File: src/verilog/llc_pmu_pkg.sv
// Shared widths, data types and register map of the LLC event monitor, used by every RTL block
package llc_pmu_pkg;

  // Configuration bus types
  typedef logic [7:0]  lite_addr_t;
  typedef logic [31:0] lite_data_t;

  // One event counter or one threshold
  typedef logic [31:0] counter_t;

  // The register map has room for this many counters
  localparam int unsigned MaxEvents = 4;

  // Counter i lives at CntBase + 4*i
  localparam lite_addr_t CntBase = 8'h00;

  // Threshold i lives at ThrBase + 4*i
  localparam lite_addr_t ThrBase = 8'h10;

  // Enable register, bit i enables counter i
  localparam lite_addr_t CtrlAddr = 8'h20;

  // Interrupt status, write 1 to clear
  localparam lite_addr_t StatusAddr = 8'h24;

  // Read value for any address outside the map
  localparam lite_data_t UnmappedData = 32'hdeadf000;

endpackage
File: src/verilog/pmu_cfg_if.sv
// Register access channel between the AXI4-Lite slave and the counter bank
`timescale 1ns/100ps

interface pmu_cfg_if #(
  parameter int unsigned NUM_EVENTS = 4
);

  // Write strobe is high for exactly one cycle per accepted write
  logic                    wr_en;
  llc_pmu_pkg::lite_addr_t wr_addr;
  llc_pmu_pkg::lite_data_t wr_data;

  // Read data is combinational from the read address
  llc_pmu_pkg::lite_addr_t rd_addr;
  llc_pmu_pkg::lite_data_t rd_data;

  modport bus_side (
    output wr_en,
    output wr_addr,
    output wr_data,
    output rd_addr,
    input  rd_data
  );

  modport reg_side (
    input  wr_en,
    input  wr_addr,
    input  wr_data,
    input  rd_addr,
    output rd_data
  );

  // The address map only has slots for MaxEvents counters
  if (NUM_EVENTS < 1 || NUM_EVENTS > llc_pmu_pkg::MaxEvents) begin : gen_num_events_check
    $fatal(1, "pmu_cfg_if: NUM_EVENTS must lie between 1 and MaxEvents");
  end

endinterface

File: src/verilog/llc_event_monitor.sv
// Top of the LLC event monitor: DMA event receiver, AXI4-Lite config slave and counter bank
`timescale 1ns/100ps

module llc_event_monitor #(
  parameter int unsigned NUM_EVENTS = 4
) (
  input  logic                    clk_i,
  input  logic                    rst_i,
  // Cluster DMA processing-element event
  input  logic                    dma_pe_evt_valid_i,
  output logic                    dma_pe_evt_ack_o,
  output logic                    dma_pe_evt_o,
  // read hit, read miss, write hit, write miss
  input  logic [NUM_EVENTS-1:0]   llc_events_i,
  // Configuration port, write address and data
  input  logic                    cfg_aw_valid_i,
  input  llc_pmu_pkg::lite_addr_t cfg_aw_addr_i,
  output logic                    cfg_aw_ready_o,
  input  logic                    cfg_w_valid_i,
  input  llc_pmu_pkg::lite_data_t cfg_w_data_i,
  output logic                    cfg_w_ready_o,
  // Configuration port, write response
  output logic                    cfg_b_valid_o,
  input  logic                    cfg_b_ready_i,
  // Configuration port, read
  input  logic                    cfg_ar_valid_i,
  input  llc_pmu_pkg::lite_addr_t cfg_ar_addr_i,
  output logic                    cfg_ar_ready_o,
  output logic                    cfg_r_valid_o,
  output llc_pmu_pkg::lite_data_t cfg_r_data_o,
  input  logic                    cfg_r_ready_i,
  // Performance monitor interrupts
  output logic [NUM_EVENTS-1:0]   pmu_intr_o
);

  pmu_cfg_if #(
    .NUM_EVENTS ( NUM_EVENTS )
  ) cfg_bus ();

  edge_propagator_rx i_dma_pe_evt_rx (
    .clk_i   ( clk_i              ),
    .rst_i   ( rst_i              ),
    .valid_i ( dma_pe_evt_valid_i ),
    .valid_o ( dma_pe_evt_o       ),
    .ack_o   ( dma_pe_evt_ack_o   )
  );

  pmu_lite_slave i_cfg_slave (
    .clk_i      ( clk_i          ),
    .rst_i      ( rst_i          ),
    .aw_valid_i ( cfg_aw_valid_i ),
    .aw_addr_i  ( cfg_aw_addr_i  ),
    .aw_ready_o ( cfg_aw_ready_o ),
    .w_valid_i  ( cfg_w_valid_i  ),
    .w_data_i   ( cfg_w_data_i   ),
    .w_ready_o  ( cfg_w_ready_o  ),
    .b_valid_o  ( cfg_b_valid_o  ),
    .b_ready_i  ( cfg_b_ready_i  ),
    .ar_valid_i ( cfg_ar_valid_i ),
    .ar_addr_i  ( cfg_ar_addr_i  ),
    .ar_ready_o ( cfg_ar_ready_o ),
    .r_valid_o  ( cfg_r_valid_o  ),
    .r_data_o   ( cfg_r_data_o   ),
    .r_ready_i  ( cfg_r_ready_i  ),
    .cfg        ( cfg_bus        )
  );

  pmu_counter_bank #(
    .NUM_EVENTS ( NUM_EVENTS )
  ) i_counter_bank (
    .clk_i    ( clk_i        ),
    .rst_i    ( rst_i        ),
    .events_i ( llc_events_i ),
    .cfg      ( cfg_bus      ),
    .intr_o   ( pmu_intr_o   )
  );

endmodule

File: src/verilog/pmu_counter_bank.sv
// Saturating LLC event counters with thresholds, enables and sticky interrupt status registers
`timescale 1ns/100ps

module pmu_counter_bank #(
  parameter int unsigned NUM_EVENTS = 4
) (
  input  logic                  clk_i,
  input  logic                  rst_i,
  input  logic [NUM_EVENTS-1:0] events_i,
  pmu_cfg_if.reg_side           cfg,
  output logic [NUM_EVENTS-1:0] intr_o
);

  llc_pmu_pkg::counter_t cnt_q [NUM_EVENTS];
  llc_pmu_pkg::counter_t thr_q [NUM_EVENTS];
  logic [NUM_EVENTS-1:0] en_q;
  logic [NUM_EVENTS-1:0] status_q;

  logic [NUM_EVENTS-1:0] cnt_wr;
  logic [NUM_EVENTS-1:0] thr_wr;
  logic                  ctrl_wr;
  logic                  status_wr;
  logic [NUM_EVENTS-1:0] cnt_inc;
  logic [NUM_EVENTS-1:0] thr_hit;
  logic [NUM_EVENTS-1:0] status_clr;
  logic [NUM_EVENTS-1:0] status_d;

  // Byte address of the idx-th word of an array starting at base
  function automatic llc_pmu_pkg::lite_addr_t slot_addr(
    llc_pmu_pkg::lite_addr_t base,
    int unsigned             idx
  );
    return base + llc_pmu_pkg::lite_addr_t'(4 * idx);
  endfunction

  // Write decode and per-counter next-step conditions
  always_comb begin
    for (int unsigned i = 0; i < NUM_EVENTS; i++) begin
      cnt_wr[i]  = cfg.wr_en && (cfg.wr_addr == slot_addr(llc_pmu_pkg::CntBase, i));
      thr_wr[i]  = cfg.wr_en && (cfg.wr_addr == slot_addr(llc_pmu_pkg::ThrBase, i));
      // Stops at all ones
      cnt_inc[i] = events_i[i] && en_q[i] && (cnt_q[i] != '1);
      // Counter steps from threshold-1 onto a nonzero threshold
      thr_hit[i] = cnt_inc[i] && !cnt_wr[i] && (thr_q[i] != '0) &&
                   ((cnt_q[i] + 32'd1) == thr_q[i]);
    end
  end

  assign ctrl_wr   = cfg.wr_en && (cfg.wr_addr == llc_pmu_pkg::CtrlAddr);
  assign status_wr = cfg.wr_en && (cfg.wr_addr == llc_pmu_pkg::StatusAddr);

  // W1C mask; a new hit in the same cycle still sets the bit
  assign status_clr = status_wr ? cfg.wr_data[NUM_EVENTS-1:0] : '0;
  assign status_d   = (status_q & ~status_clr) | thr_hit;

  always_ff @(posedge clk_i) begin
    if (rst_i) begin
      for (int unsigned i = 0; i < NUM_EVENTS; i++) begin
        cnt_q[i] <= '0;
        thr_q[i] <= '0;
      end
      en_q     <= '0;
      status_q <= '0;
    end else begin
      for (int unsigned i = 0; i < NUM_EVENTS; i++) begin
        // Software write takes priority over a same-cycle event
        if (cnt_wr[i]) begin
          cnt_q[i] <= cfg.wr_data;
        end else if (cnt_inc[i]) begin
          cnt_q[i] <= cnt_q[i] + 32'd1;
        end
        if (thr_wr[i]) begin
          thr_q[i] <= cfg.wr_data;
        end
      end
      if (ctrl_wr) begin
        en_q <= cfg.wr_data[NUM_EVENTS-1:0];
      end
      status_q <= status_d;
    end
  end

  // Read mux, anything not matched returns the unmapped pattern
  always_comb begin
    cfg.rd_data = llc_pmu_pkg::UnmappedData;
    for (int unsigned i = 0; i < NUM_EVENTS; i++) begin
      if (cfg.rd_addr == slot_addr(llc_pmu_pkg::CntBase, i)) begin
        cfg.rd_data = cnt_q[i];
      end
      if (cfg.rd_addr == slot_addr(llc_pmu_pkg::ThrBase, i)) begin
        cfg.rd_data = thr_q[i];
      end
    end
    if (cfg.rd_addr == llc_pmu_pkg::CtrlAddr) begin
      cfg.rd_data = llc_pmu_pkg::lite_data_t'(en_q);
    end
    if (cfg.rd_addr == llc_pmu_pkg::StatusAddr) begin
      cfg.rd_data = llc_pmu_pkg::lite_data_t'(status_q);
    end
  end

  assign intr_o = status_q;

endmodule

File: src/verilog/pmu_lite_slave.sv
// AXI4-Lite configuration slave with one write and one read in flight, drives the register channel
`timescale 1ns/100ps

module pmu_lite_slave (
  input  logic                    clk_i,
  input  logic                    rst_i,
  // Write address and data
  input  logic                    aw_valid_i,
  input  llc_pmu_pkg::lite_addr_t aw_addr_i,
  output logic                    aw_ready_o,
  input  logic                    w_valid_i,
  input  llc_pmu_pkg::lite_data_t w_data_i,
  output logic                    w_ready_o,
  // Write response, always OKAY
  output logic                    b_valid_o,
  input  logic                    b_ready_i,
  // Read channels
  input  logic                    ar_valid_i,
  input  llc_pmu_pkg::lite_addr_t ar_addr_i,
  output logic                    ar_ready_o,
  output logic                    r_valid_o,
  output llc_pmu_pkg::lite_data_t r_data_o,
  input  logic                    r_ready_i,
  // Register side
  pmu_cfg_if.bus_side             cfg
);

  logic                    b_valid_q;
  logic                    r_valid_q;
  llc_pmu_pkg::lite_data_t r_data_q;

  logic                    wr_accept;
  logic                    rd_accept;

  // Address and data are taken together, only while no response is pending
  assign aw_ready_o = ~b_valid_q;
  assign w_ready_o  = ~b_valid_q;
  assign wr_accept  = aw_valid_i & w_valid_i & ~b_valid_q;

  assign ar_ready_o = ~r_valid_q;
  assign rd_accept  = ar_valid_i & ~r_valid_q;

  // The register write lands on the accepting edge
  assign cfg.wr_en   = wr_accept;
  assign cfg.wr_addr = aw_addr_i;
  assign cfg.wr_data = w_data_i;

  // Read data is looked up in the same cycle the address is presented
  assign cfg.rd_addr = ar_addr_i;

  // Write response
  always_ff @(posedge clk_i) begin
    if (rst_i) begin
      b_valid_q <= 1'b0;
    end else if (wr_accept) begin
      b_valid_q <= 1'b1;
    end else if (b_ready_i) begin
      b_valid_q <= 1'b0;
    end
  end

  // Read response valid
  always_ff @(posedge clk_i) begin
    if (rst_i) begin
      r_valid_q <= 1'b0;
    end else if (rd_accept) begin
      r_valid_q <= 1'b1;
    end else if (r_ready_i) begin
      r_valid_q <= 1'b0;
    end
  end

  // Captured at acceptance so the data holds while the master stalls
  always_ff @(posedge clk_i) begin
    if (rd_accept) begin
      r_data_q <= cfg.rd_data;
    end
  end

  assign b_valid_o = b_valid_q;
  assign r_valid_o = r_valid_q;
  assign r_data_o  = r_data_q;

endmodule

File: src/verilog/edge_propagator_rx.sv
// Receives the cluster DMA event level, acknowledges it and emits one pulse per rising level
`timescale 1ns/100ps

module edge_propagator_rx (
  input  logic clk_i,
  input  logic rst_i,
  input  logic valid_i,
  output logic valid_o,
  output logic ack_o
);

  // Two-stage synchronizer, then one delay stage for edge detection
  logic sync1_q;
  logic sync2_q;
  logic delay_q;

  always_ff @(posedge clk_i) begin
    if (rst_i) begin
      sync1_q <= 1'b0;
      sync2_q <= 1'b0;
      delay_q <= 1'b0;
    end else begin
      sync1_q <= valid_i;
      sync2_q <= sync1_q;
      delay_q <= sync2_q;
    end
  end

  // Ack goes back to the cluster as the synchronized level
  assign ack_o   = sync2_q;

  // Rising edge of the synchronized level
  assign valid_o = sync2_q & ~delay_q;

endmodule

File: config.mk
export PLATFORM = sky130hd
export DESIGN_NAME = llc_event_monitor
export DESIGN_NICKNAME = d
export VERILOG_FILES = /design/src/verilog/llc_pmu_pkg.sv /design/src/verilog/pmu_cfg_if.sv /design/src/verilog/llc_event_monitor.sv /design/src/verilog/pmu_counter_bank.sv /design/src/verilog/pmu_lite_slave.sv /design/src/verilog/edge_propagator_rx.sv
export SDC_FILE = /design/constraint.sdc
export NUM_CORES = 1
export LEC_CHECK = 0
export ABC_CLOCK_PERIOD_IN_PS = 3800
export BUFFER_PORTS_ARGS = -buffer_cell sky130_fd_sc_hd__buf_2
export CORE_MARGIN = 3
export CORE_UTILIZATION = 35
export DETAILED_ROUTE_END_ITERATION = 10
export HOLD_SLACK_MARGIN = 0.03
export PLACE_DENSITY_LB_ADDON = 0.12
export RECOVER_POWER = 100
export SYNTH_ARGS = -nofsm -noshare
export SYNTH_HDL_FRONTEND = slang
export SYNTH_SLANG_ARGS = --single-unit
File: constraint.sdc
create_clock -name clk_i -period 3.8 [get_ports clk_i]
set_input_delay 0.19 -clock clk_i [delete_from_list [all_inputs] [get_ports clk_i]]
set_output_delay 0.19 -clock clk_i [all_outputs]
set_load 0.1 [all_outputs]
Word level (Yosys, flattened, before mapping)
Memories as Yosys holds them, arrays and structs flattened.
Index checks and enable logic that the tools add are counted.
- add/subtract/negate cells: 4
- equality and inequality tests: 26
- mux-type cells: 69
- bitwise logic cells: 22
- reduce and logical (&&, ||, !) cells: 43
- operator list (cell ; number):
    $mux 32 ; 20
    $add 32x1->32 const B ; 4
    $eq 32x32->1 ; 4
    $ne 32x32->1 const B ; 4
    $reduce_bool 32->1 ; 4
    $eq 8x5->1 const B ; 8
    $mux 1 ; 46
    $eq 8x4->1 const B ; 4
    $eq 8x6->1 const B ; 4
    $logic_and 1x1->1 ; 30
    $eq 8x3->1 const B ; 2
    $logic_not 8->1 ; 2
    $mux 4 ; 3
    $or 1x1->1 ; 12
    $and 1x1->1 ; 4
    $and 4x4->4 ; 1
    $logic_not 1->1 ; 4
    $not 4->4 ; 1
    $or 4x4->4 ; 1
    $reduce_bool 2->1 ; 2
    $not 1->1 ; 3
    $reduce_or 2->1 ; 1
- register bits: 45
- RAM bits: 256
- bits of input ports: 60
- output and inout bits: 43
- logic and storage cells: 175
- memories kept: 2
- memory list (memory ; depth ; bits a word ; read ports ; clocked after Yosys merged registers in ; wr ports ; RTL line ; text):
    i_counter_bank.cnt_q ; 4 ; 32 ; 4 ; 0 ; 4 ; pmu_counter_bank.sv:14 ; llc_pmu_pkg::counter_t cnt_q [NUM_EVENTS];
    i_counter_bank.thr_q ; 4 ; 32 ; 4 ; 0 ; 4 ; pmu_counter_bank.sv:15 ; llc_pmu_pkg::counter_t thr_q [NUM_EVENTS];

Depth between registers and ports, before layout
Gate-level depths: netlist of run 1.
- word-level depth: 11
- depth in mapped cells: 11
- depth with buffers taken out: 9

Hierarchy
Synthesis of run 1 repeated with hierarchy kept, for this count alone.
- cells, all modules: 2011
- area, all modules: 19582.5 um^2
- by module, submodules not included (module ; instances ; cells an instance ; area each (um^2) ; seq. area each (um^2)):
    pmu_counter_bank ; 1 ; 1912 ; 18073.6 ; 7847.5
    pmu_lite_slave ; 1 ; 92 ; 1421.4 ; 1001.0
    edge_propagator_rx ; 1 ; 7 ; 87.6 ; 60.1

Worst setup path after synthesis of run 1
OpenSTA, ideal clock, no wires.
- path type: flip-flop to flip-flop
- start point: reg i_cfg_slave.b_valid_q (netlist: i_cfg_slave.b_valid_o)
- end point: mem i_counter_bank.cnt_q[2][0] in the netlist's numbering, enable pin
- data arrival time: 3186 ps
- slack: 224 ps
- stages on the path, launching flop included: 6
- buffers on the path: 0
- clock period less this slack: 3576 ps
- cells stage by stage: dfxtp_1 inv_1 nand2b_1 or4_1 o2111a_1 or3_1
- RTL lines (what ; RTL line ; text):
    from (decl) ; pmu_lite_slave.sv:28 ; logic b_valid_q;
    from (signal assigned) ; pmu_lite_slave.sv:54 ; b_valid_q <= 1'b0;
    from (signal assigned) ; pmu_lite_slave.sv:56 ; b_valid_q <= 1'b1;
    from (signal assigned) ; pmu_lite_slave.sv:58 ; b_valid_q <= 1'b0;
    to (decl) ; pmu_counter_bank.sv:14 ;

==> results_tabular.tex, run 1 <==
\begin{tabular}{lr}
\hline
Metric & Value \\
\hline
\multicolumn{2}{l}{\textbf{Status}} \\
\quad Result of the run & finished with violations \\
\quad Violated checks & max-capacitance violations, max-slew violations \\
\multicolumn{2}{l}{\textbf{Clock network}} \\
\quad Total of cells resized after clock tree synthesis & 0 \\
\quad TritonCTS clock tree & yes \\
\quad CTS Sinks & 301 \\
\quad Deepest level of the CTS H-tree & 2 \\
\quad Clock slew at reported path FFs & 0.06 ns \\
\quad Num CTS Buffers & 40 \\
\quad Insertion delay to the later sink of the worst-skew pair & 0.58 ns \\
\quad Clock root buffer & clkbuf\_16 \\
\quad Max Root-Sink Buffers & 3 \\
\multicolumn{2}{l}{\textbf{Critical path}} \\
\quad Source of the worst register-to-register timing path & i\_counter\_bank.cnt\_q[2][7]\$\_SDFFCE\_PN0P\_ \\
\quad Arrival @ worst endpoint & 4.02 ns \\
\quad Max incr delay on CP & 0.66 ns \\
\quad Most Frequent Cell on Critical Path & xnor2\_1 \\
\quad Worst reg-to-reg path cell count & 8 \\
\quad Largest driver fanout on the critical path & 10 \\
\quad Destination of the critical timing path & i\_counter\_bank.intr\_o[2]\$\_SDFF\_PP0\_ \\
\quad Cell Chain, Critical Path & nand4\_1 > nor3b\_1 > nand3\_1 > xnor2\_1 > xnor2\_1 > nand4b\_1 > or4\_1 > o21ai\_1 \\
\quad Setup Crit Path Kind & register to register \\
\quad Data required time at the worst endpoint & 4.31 ns \\
\quad First element of the critical path & i\_counter\_bank.cnt\_q[2][7]\$\_SDFFCE\_PN0P\_ \\
\quad Flop2flop setup slack & 0.29 ns \\
\quad Endpoint of the lowest-slack register-to-register path & i\_counter\_bank.intr\_o[2]\$\_SDFF\_PP0\_ \\
\quad Nature of the critical path endpoint & register \\
\quad Crit path launch type & register \\
\quad Library cell contributing the largest single delay on the critical path & nor3b\_1 \\
\multicolumn{2}{l}{\textbf{STA}} \\
\quad Final worst path period share & 92.3\% \\
\quad Tmin final & 3.51 ns \\
\quad Slew margin rel. & -63.2\% \\
\quad Number of setup violations in the final report & 0 \\
\quad Setup\_tns & 0 ns \\
\quad Unrepaired setup endpoints after global routing & no \\
\quad Largest clock skew in the final design & 0.0288 ns \\
\quad Worst hold slack & 0.116 ns \\
\quad Count of final hold-check violations & 0 \\
\quad Fmax achieved & 0.285 GHz \\
\quad Worst Tran Pin Value & 2.45 ns \\
\quad Number of pins exceeding their max-slew limit in the final report & 131 \\
\quad Worst setup margin & 0.293 ns \\
\multicolumn{2}{l}{\textbf{Logic synthesis}} \\
\quad Number of standard cells after synthesis & 1,977 \\
\quad Synthesized cell area & 19,400 um\^{}2 \\
\quad EDFF count, synth & 288 \\
\quad Post-synth top flop & edfxtp\_1 \\
\quad Register bit count reported by yosys & 301 \\
\quad Number of nets in the synthesized netlist & 2,041 \\
\quad Average cell area after synthesis & 9.80 um\^{}2 \\
\quad Share of synthesized registers carrying an async set or reset & 0\% \\
\quad Synth unique cells & 85 \\
\quad Sequential element share of the synthesized area & 46.0\% \\
\quad Total of warnings raised by yosys & 0 \\
\multicolumn{2}{l}{\textbf{Global routing}} \\
\quad Initial antenna violation count & 8 \\
\quad Aggregate global routing overflow & 0 \\
\quad Global routing usage on met3 & 3.84\% \\
\quad Via count of the first global-routing pass & 16,600 \\
\quad Most Used Layer, Global Route & met2 \\
\quad Met1 Usage GRT & 38.6\% \\
\quad Met2 global-route usage & 47.4\% \\
\quad Total GRT Usage & 28.7\% \\
\quad Wire length of the first global-routing pass & 120,000 um \\
\quad Largest net degree at the start of global routing & 98 \\
\multicolumn{2}{l}{\textbf{Floorplan}} \\
\quad Floorplan die area & 58,200 um\^{}2 \\
\quad Core area & 54,300 um\^{}2 \\
\quad Initial cell density of the core & 35.7\% \\
\quad Vertical die dimension & 241 um \\
\quad Io pins & 103 \\
\quad Die boundary width & 241 um \\
\quad Cell row count & 85 \\
\multicolumn{2}{l}{\textbf{Final layout}} \\
\quad Count of non-filler cells in the finished layout & 2,841 \\
\quad Total area of sequential cells & 8910 um\^{}2 \\
\quad Commonest non-fill, non-tap cell in the layout & edfxtp\_1 \\
\quad Number of nets in the final layout & 2,133 \\
\quad Ratio of cells with drive above 1 in the final layout & 10.1\% \\
\quad Filler cell count in the final layout & 5,445 \\
\quad Layout Area Growth over Synthesis & 14.4\% \\
\quad Area used by multi-input combinational logic & 9860 um\^{}2 \\
\quad Most used cells in the layout excluding fill and tap cells & edfxtp\_1, nor2\_1, xnor2\_1 \\
\multicolumn{2}{l}{\textbf{Detailed routing}} \\
\quad Starting DRC count in detailed routing & 1,877 \\
\quad Routed via count & 17,200 \\
\quad Iteration count of the initial detailed-routing pass & 7 \\
\quad Sum of routed wire length over all layers & 85,000 um \\
\quad Remaining design rule violation count & 0 \\
\quad Average routed wire per standard cell & 29.9 um \\
\quad Post-DRT Antenna Nets & 0 \\
\quad Vias per Instance & 6.07 \\
\multicolumn{2}{l}{\textbf{Power}} \\
\quad Worst IR Drop VDD & 0.339 mV \\
\quad Power per Cell Area & 393 nW/um\^{}2 \\
\quad Part of the total power dissipated in sequential elements & 45.3\% \\
\quad Total power draw & 0.00871 W \\
\quad Clock power frac & 46.7\% \\
\quad Comb pwr share & 8.1\% \\
\quad Total net switching power & 0.00233 W \\
\quad Fraction of power spent switching nets & 26.7\% \\
\quad Cell internal power dissipation & 0.00639 W \\
\quad Static power due to leakage & 7.45 nW \\
\multicolumn{2}{l}{\textbf{Placement}} \\
\quad HPWL reported at the end of detailed placement & 63,700 um \\
\quad Number of placed cells counting well taps & 2,760 \\
\quad Place WS & 0.506 ns \\
\quad IO Port Bufs & 102 \\
\quad Routability congestion estimate & 0.982 \\
\multicolumn{2}{l}{\textbf{Job}} \\
\quad Maximum Capacitance Violations & 2 \\
\multicolumn{2}{l}{\textbf{Worst hold path}} \\
\quad Class of the most critical hold timing path & input pin to register \\
\hline
\end{tabular}
## how the worst min path moves through the flow
stage / endpoint / cells after the start / from / slack (ns)
final: i_counter_bank.en_q[3]$_SDFFE_PP0P_ / 3 / cfg_w_data_i[3] / 0.12
after global routing: i_counter_bank.cnt_q[2][25]$_SDFFCE_PN0P_ / 2 / rst_i / 0.11
after CTS: i_counter_bank.en_q[3]$_SDFFE_PP0P_ / 3 / cfg_w_data_i[3] / 0.08
after detailed placement: i_cfg_slave.r_valid_o$_SDFFE_PP0P_ / 2 / cfg_r_ready_i / 0.39
after global placement: i_cfg_slave.r_valid_o$_SDFFE_PP0P_ / 2 / cfg_r_ready_i / 0.38
after floorplan: i_cfg_slave.r_valid_o$_SDFFE_PP0P_ / 1 / cfg_r_ready_i / 0.29
## metal layers
metal  vias to the layer above  share of wire, %
met5                         -                 0
met4                         0               4.0
met3                       142               7.5
met2                       813                47
met1                      8628                42
li1                       7656                 -
## layout make-up
type	instances	area share, %
inverter	30	0.508
tap	739	4.17
multi-input combinational	1520	44.5
antenna	3	0.0339
timing repair buffer	176	4.37
clock buffer	47	4.87
sequential	301	40.2
clock inverter	25	1.38
## Yosys cell counts (all sizes together) (6+ instances only)
library cell | count | area [um^2]
a2111oi | 6 | 52.6
a21oi | 51 | 255
a221oi | 13 | 114
a222oi | 10 | 100
a22oi | 119 | 893
a31oi | 9 | 56.3
and2 | 144 | 901
and3 | 28 | 175
and4 | 19 | 166
buf | 17 | 81.3
clkbuf | 109 | 410
dfxtp | 13 | 260
edfxtp | 288 | 8650
inv | 30 | 113
mux2i | 11 | 110
nand2 | 128 | 483
nand2b | 14 | 87.6
nand3 | 79 | 415
nand3b | 11 | 82.6
nand4 | 54 | 365
nor2 | 180 | 676
nor2b | 18 | 113
nor3 | 49 | 278
nor3b | 10 | 75.1
nor4 | 77 | 556
o211ai | 6 | 45.0
o21ai | 78 | 390
o22ai | 53 | 332
or2 | 7 | 43.8
or3 | 10 | 62.6
or4 | 11 | 82.6
xnor2 | 145 | 1270
xor2 | 90 | 788
## critical path, delay by kind of cell (launching register included)
family / cells / cell delay, ns
flops: 1 / 0.52
simple gates: 5 / 2.17
compound gates: 1 / 0.12
xor+xnor: 2 / 0.64
## cell families (layout without fill, tap and decap cells)
| family | Yosys count | after routing | share of synthesized area [%] |
|---|---|---|---|
| and+or+nand+nor | 851 | 851 | 24.1 |
| AOI/OAI and AO/OA | 411 | 411 | 14.6 |
| DFF | 301 | 301 | 46.0 |
| xor gates and xnor gates | 240 | 240 | 11.2 |
| buffers and inverters | 156 | 278 | 3.12 |
| muxes | 13 | 13 | 0.684 |
| adders and majority gates | 5 | 5 | 0.310 |
| other | 0 | 3 | 0 |
## sequential cells by signal (all words and copies together) (netlist names)
register                 count
i_counter_bank.thr_q       128
i_counter_bank.cnt_q       128
i_dma_pe_evt_rx.delay_q      1
i_dma_pe_evt_rx.ack_o        1
i_counter_bank.intr_o        4
i_cfg_slave.r_data_o        32
i_dma_pe_evt_rx.sync1_q      1
i_cfg_slave.r_valid_o        1
i_counter_bank.en_q          4
i_cfg_slave.b_valid_o        1
## what timing repair did
| action | 4_1_cts | 5_1_grt |
|---|---|---|
| hold buffers | 6 | 0 |
| setup buffers | 0 | 0 |
| setup endpoints to repair | 0 | 0 |
| endpoints found under the hold margin | 3 | 0 |
## per-stage QoR
| step | util [%] | cell area (um^2) |
|---|---|---|
| 6_report | 40.8 | 22200 |
| 4_1_cts | 41.2 | 22400 |
| 3_3_place_gp | 38.5 | 20900 |
| 3_5_place_dp | 38.5 | 20900 |
| 5_1_grt | 40.8 | 22200 |
| 2_1_floorplan | - | 19400 |
## power groups by stage
| stage | sequential (W) | combinational, W | clock (W) |
|---|---|---|---|
| after detailed placement | 0.00400 | 0.000707 | 0 |
| after CTS | 0.00393 | 0.000716 | 0.00414 |
| after global placement | 0.00400 | 0.000708 | 0 |
| after global routing | 0.00395 | 0.000742 | 0.00424 |
| final | 0.00394 | 0.000703 | 0.00406 |
| after floorplan | 0.00401 | 0.000341 | 0 |
Power figures use the tool's default switching activity.
==> run 2, diff against run 1 <==
ABC_CLOCK_PERIOD_IN_PS = 3600   (was 3800)
clock period = 3.6 ns   (was 3.8 ns; I/O delays follow)
==> run 2 against run 1 <==
Net effect: the flow still finishes with violations (max-capacitance violations, max-slew violations); sequential cell count is the same; worst setup slack worse by 0.19 ns; clock skew about the same; die area unchanged; design area increased by 1.3%; cell count grew 0.95%; utilization grew 0.54 points; sequential share of layout area decreased by 0.52 points; combinational power grew 10%; clock-buffer cell count is 1 lower; sequential power grew 5.3%; largest cell class unchanged; largest power group unchanged.
==> results_tabular.tex, run 2 (synthesis gave the netlist of run 1 again) <==
\begin{tabular}{lr}
\hline
Metric & Value \\
\hline
\multicolumn{2}{l}{\textbf{Status}} \\
\quad Result of the run & finished with violations \\
\quad Violated checks & max-capacitance violations, max-slew violations \\
\multicolumn{2}{l}{\textbf{Global routing}} \\
\quad Total GRT Usage & 29.6\% \\
\quad Aggregate global routing overflow & 0 \\
\quad Most Used Layer, Global Route & met2 \\
\quad Largest net degree at the start of global routing & 118 \\
\quad Met2 global-route usage & 49.3\% \\
\quad Wire length of the first global-routing pass & 123,000 um \\
\quad Via count of the first global-routing pass & 16,800 \\
\quad Initial antenna violation count & 8 \\
\quad Met1 Usage GRT & 40.3\% \\
\quad Global routing usage on met3 & 3.36\% \\
\multicolumn{2}{l}{\textbf{Placement}} \\
\quad Routability congestion estimate & 0.994 \\
\quad IO Port Bufs & 102 \\
\quad HPWL reported at the end of detailed placement & 65,700 um \\
\multicolumn{2}{l}{\textbf{Floorplan}} \\
\quad Vertical die dimension & 241 um \\
\quad Initial cell density of the core & 35.7\% \\
\quad Die boundary width & 241 um \\
\quad Core area & 54,300 um\^{}2 \\
\quad Io pins & 103 \\
\quad Floorplan die area & 58,200 um\^{}2 \\
\quad Cell row count & 85 \\
\multicolumn{2}{l}{\textbf{Detailed routing}} \\
\quad Average routed wire per standard cell & 30.4 um \\
\quad Vias per Instance & 6.10 \\
\quad Post-DRT Antenna Nets & 0 \\
\quad Iteration count of the initial detailed-routing pass & 6 \\
\quad Remaining design rule violation count & 0 \\
\quad Sum of routed wire length over all layers & 87,100 um \\
\quad Starting DRC count in detailed routing & 2,028 \\
\quad Routed via count & 17,500 \\
\multicolumn{2}{l}{\textbf{Clock network}} \\
\quad Deepest level of the CTS H-tree & 2 \\
\quad Max Root-Sink Buffers & 3 \\
\quad Num CTS Buffers & 41 \\
\quad TritonCTS clock tree & yes \\
\quad CTS Sinks & 301 \\
\quad Insertion delay to the later sink of the worst-skew pair & 0.58 ns \\
\quad Clock root buffer & clkbuf\_16 \\
\quad Total of cells resized after clock tree synthesis & 0 \\
\quad Clock slew at reported path FFs & 0.06 ns \\
\multicolumn{2}{l}{\textbf{STA}} \\
\quad Number of setup violations in the final report & 0 \\
\quad Unrepaired setup endpoints after global routing & no \\
\quad Slew margin rel. & -17.5\% \\
\quad Tmin final & 3.50 ns \\
\quad Largest clock skew in the final design & 0.0288 ns \\
\quad Setup\_tns & 0 ns \\
\quad Worst Tran Pin Value & 1.76 ns \\
\quad Final worst path period share & 97.2\% \\
\quad Count of final hold-check violations & 0 \\
\quad Number of pins exceeding their max-slew limit in the final report & 78 \\
\quad Fmax achieved & 0.286 GHz \\
\multicolumn{2}{l}{\textbf{Power}} \\
\quad Total power draw & 0.00940 W \\
\quad Static power due to leakage & 7.59 nW \\
\quad Power per Cell Area & 419 nW/um\^{}2 \\
\quad Worst IR Drop VDD & 0.358 mV \\
\multicolumn{2}{l}{\textbf{Final layout}} \\
\quad Commonest non-fill, non-tap cell in the layout & edfxtp\_1 \\
\quad Ratio of cells with drive above 1 in the final layout & 11.0\% \\
\quad Number of nets in the final layout & 2,160 \\
\quad Most used cells in the layout excluding fill and tap cells & edfxtp\_1, nor2\_1, xnor2\_1 \\
\quad Filler cell count in the final layout & 5,408 \\
\quad Layout Area Growth over Synthesis & 15.9\% \\
\multicolumn{2}{l}{\textbf{Critical path}} \\
\quad Source of the worst register-to-register timing path & i\_counter\_bank.cnt\_q[0][1]\$\_SDFFCE\_PN0P\_ \\
\quad Setup Crit Path Kind & register to register \\
\quad Worst reg-to-reg path cell count & 10 \\
\quad Flop2flop setup slack & 0.1 ns \\
\quad First element of the critical path & i\_counter\_bank.cnt\_q[0][1]\$\_SDFFCE\_PN0P\_ \\
\quad Largest driver fanout on the critical path & 9 \\
\quad Data required time at the worst endpoint & 4.08 ns \\
\quad Crit path launch type & register \\
\quad Endpoint of the lowest-slack register-to-register path & i\_counter\_bank.intr\_o[0]\$\_SDFF\_PP0\_ \\
\quad Nature of the critical path endpoint & register \\
\quad Destination of the critical timing path & i\_counter\_bank.intr\_o[0]\$\_SDFF\_PP0\_ \\
\quad Arrival @ worst endpoint & 3.98 ns \\
\multicolumn{2}{l}{\textbf{Job}} \\
\quad Maximum Capacitance Violations & 3 \\
\multicolumn{2}{l}{\textbf{Worst hold path}} \\
\quad Hold Path Depth & 3 \\
\quad Class of the most critical hold timing path & input pin to register \\
\hline
\end{tabular}
run 2: area by class of cell:
cell class              count  area [um^2]  area share [%]
well taps                 739          925            4.12
clock inverters            28          377            1.68
diodes                      2         5.00          0.0223
clock buffers              46         1070            4.75
flip-flops and latches    301         8910            39.7
repair buffers            202         1190            5.30
multi-input cells        1520         9870            44.0
inverters                  30          113           0.501
run 2: critical path, cell delays in order (launching register included):
cell	delay, ns
edfxtp_1	0.47
ha_1	0.26
nand2_1	0.19
nor4_1	0.46
clkbuf_1	0.49
nor3b_1	0.25
a211oi_1	0.26
nand4_1	0.21
nor4_1	0.45
nand4_1	0.15
o31ai_1	0.19
run 2: repair_timing:
item,in CTS,in global routing
setup endpoints to repair,0,1
hold buffers,6,0
setup buffers,0,2
hold endpoints to repair,3,0
run 2: metal layers:
metal / part of all wire [%] / vias up
met5: 0.010 / -
li1: - / 7721
met2: 47 / 873
met1: 42 / 8754
met4: 3.6 / 2
met3: 7.0 / 139
run 2: where the power goes:
| group | switching (W) | total [W] | internal, W |
|---|---|---|---|
| Sequential | 0.000202 | 0.00415 | 0.00395 |
| Clock | 0.00171 | 0.00448 | 0.00277 |
| Combinational | 0.000561 | 0.000773 | 0.000213 |
run 2: worst min path at each step:
stage | start | slack [ns] | endpoint
5_1_grt | cfg_w_data_i[4] | 0.09 | i_counter_bank.cnt_q[3][4]$_DFFE_PP_
4_1_cts | cfg_w_data_i[4] | 0.06 | i_counter_bank.thr_q[3][4]$_SDFFCE_PN0P_
3_3_place_gp | cfg_r_ready_i | 0.37 | i_cfg_slave.r_valid_o$_SDFFE_PP0P_
3_5_place_dp | cfg_r_ready_i | 0.38 | i_cfg_slave.r_valid_o$_SDFFE_PP0P_
6_report | cfg_w_data_i[4] | 0.08 | i_counter_bank.cnt_q[3][4]$_DFFE_PP_
2_1_floorplan | cfg_r_ready_i | 0.28 | i_cfg_slave.r_valid_o$_SDFFE_PP0P_
run 2: metrics by stage:
stage	area [um^2]	hold slack (ns)	std cells	setup WS [ns]	utilization (%)
2_1_floorplan	19400	0.280	1977	0.0237	-
3_3_place_gp	21100	0.368	2784	0.273	38.9
3_5_place_dp	21100	0.379	2784	0.244	38.9
4_1_cts	22600	0.0558	2864	0.227	41.7
5_1_grt	22500	0.0851	2866	0.0746	41.3
6_report	22500	0.0780	2868	0.0999	41.3
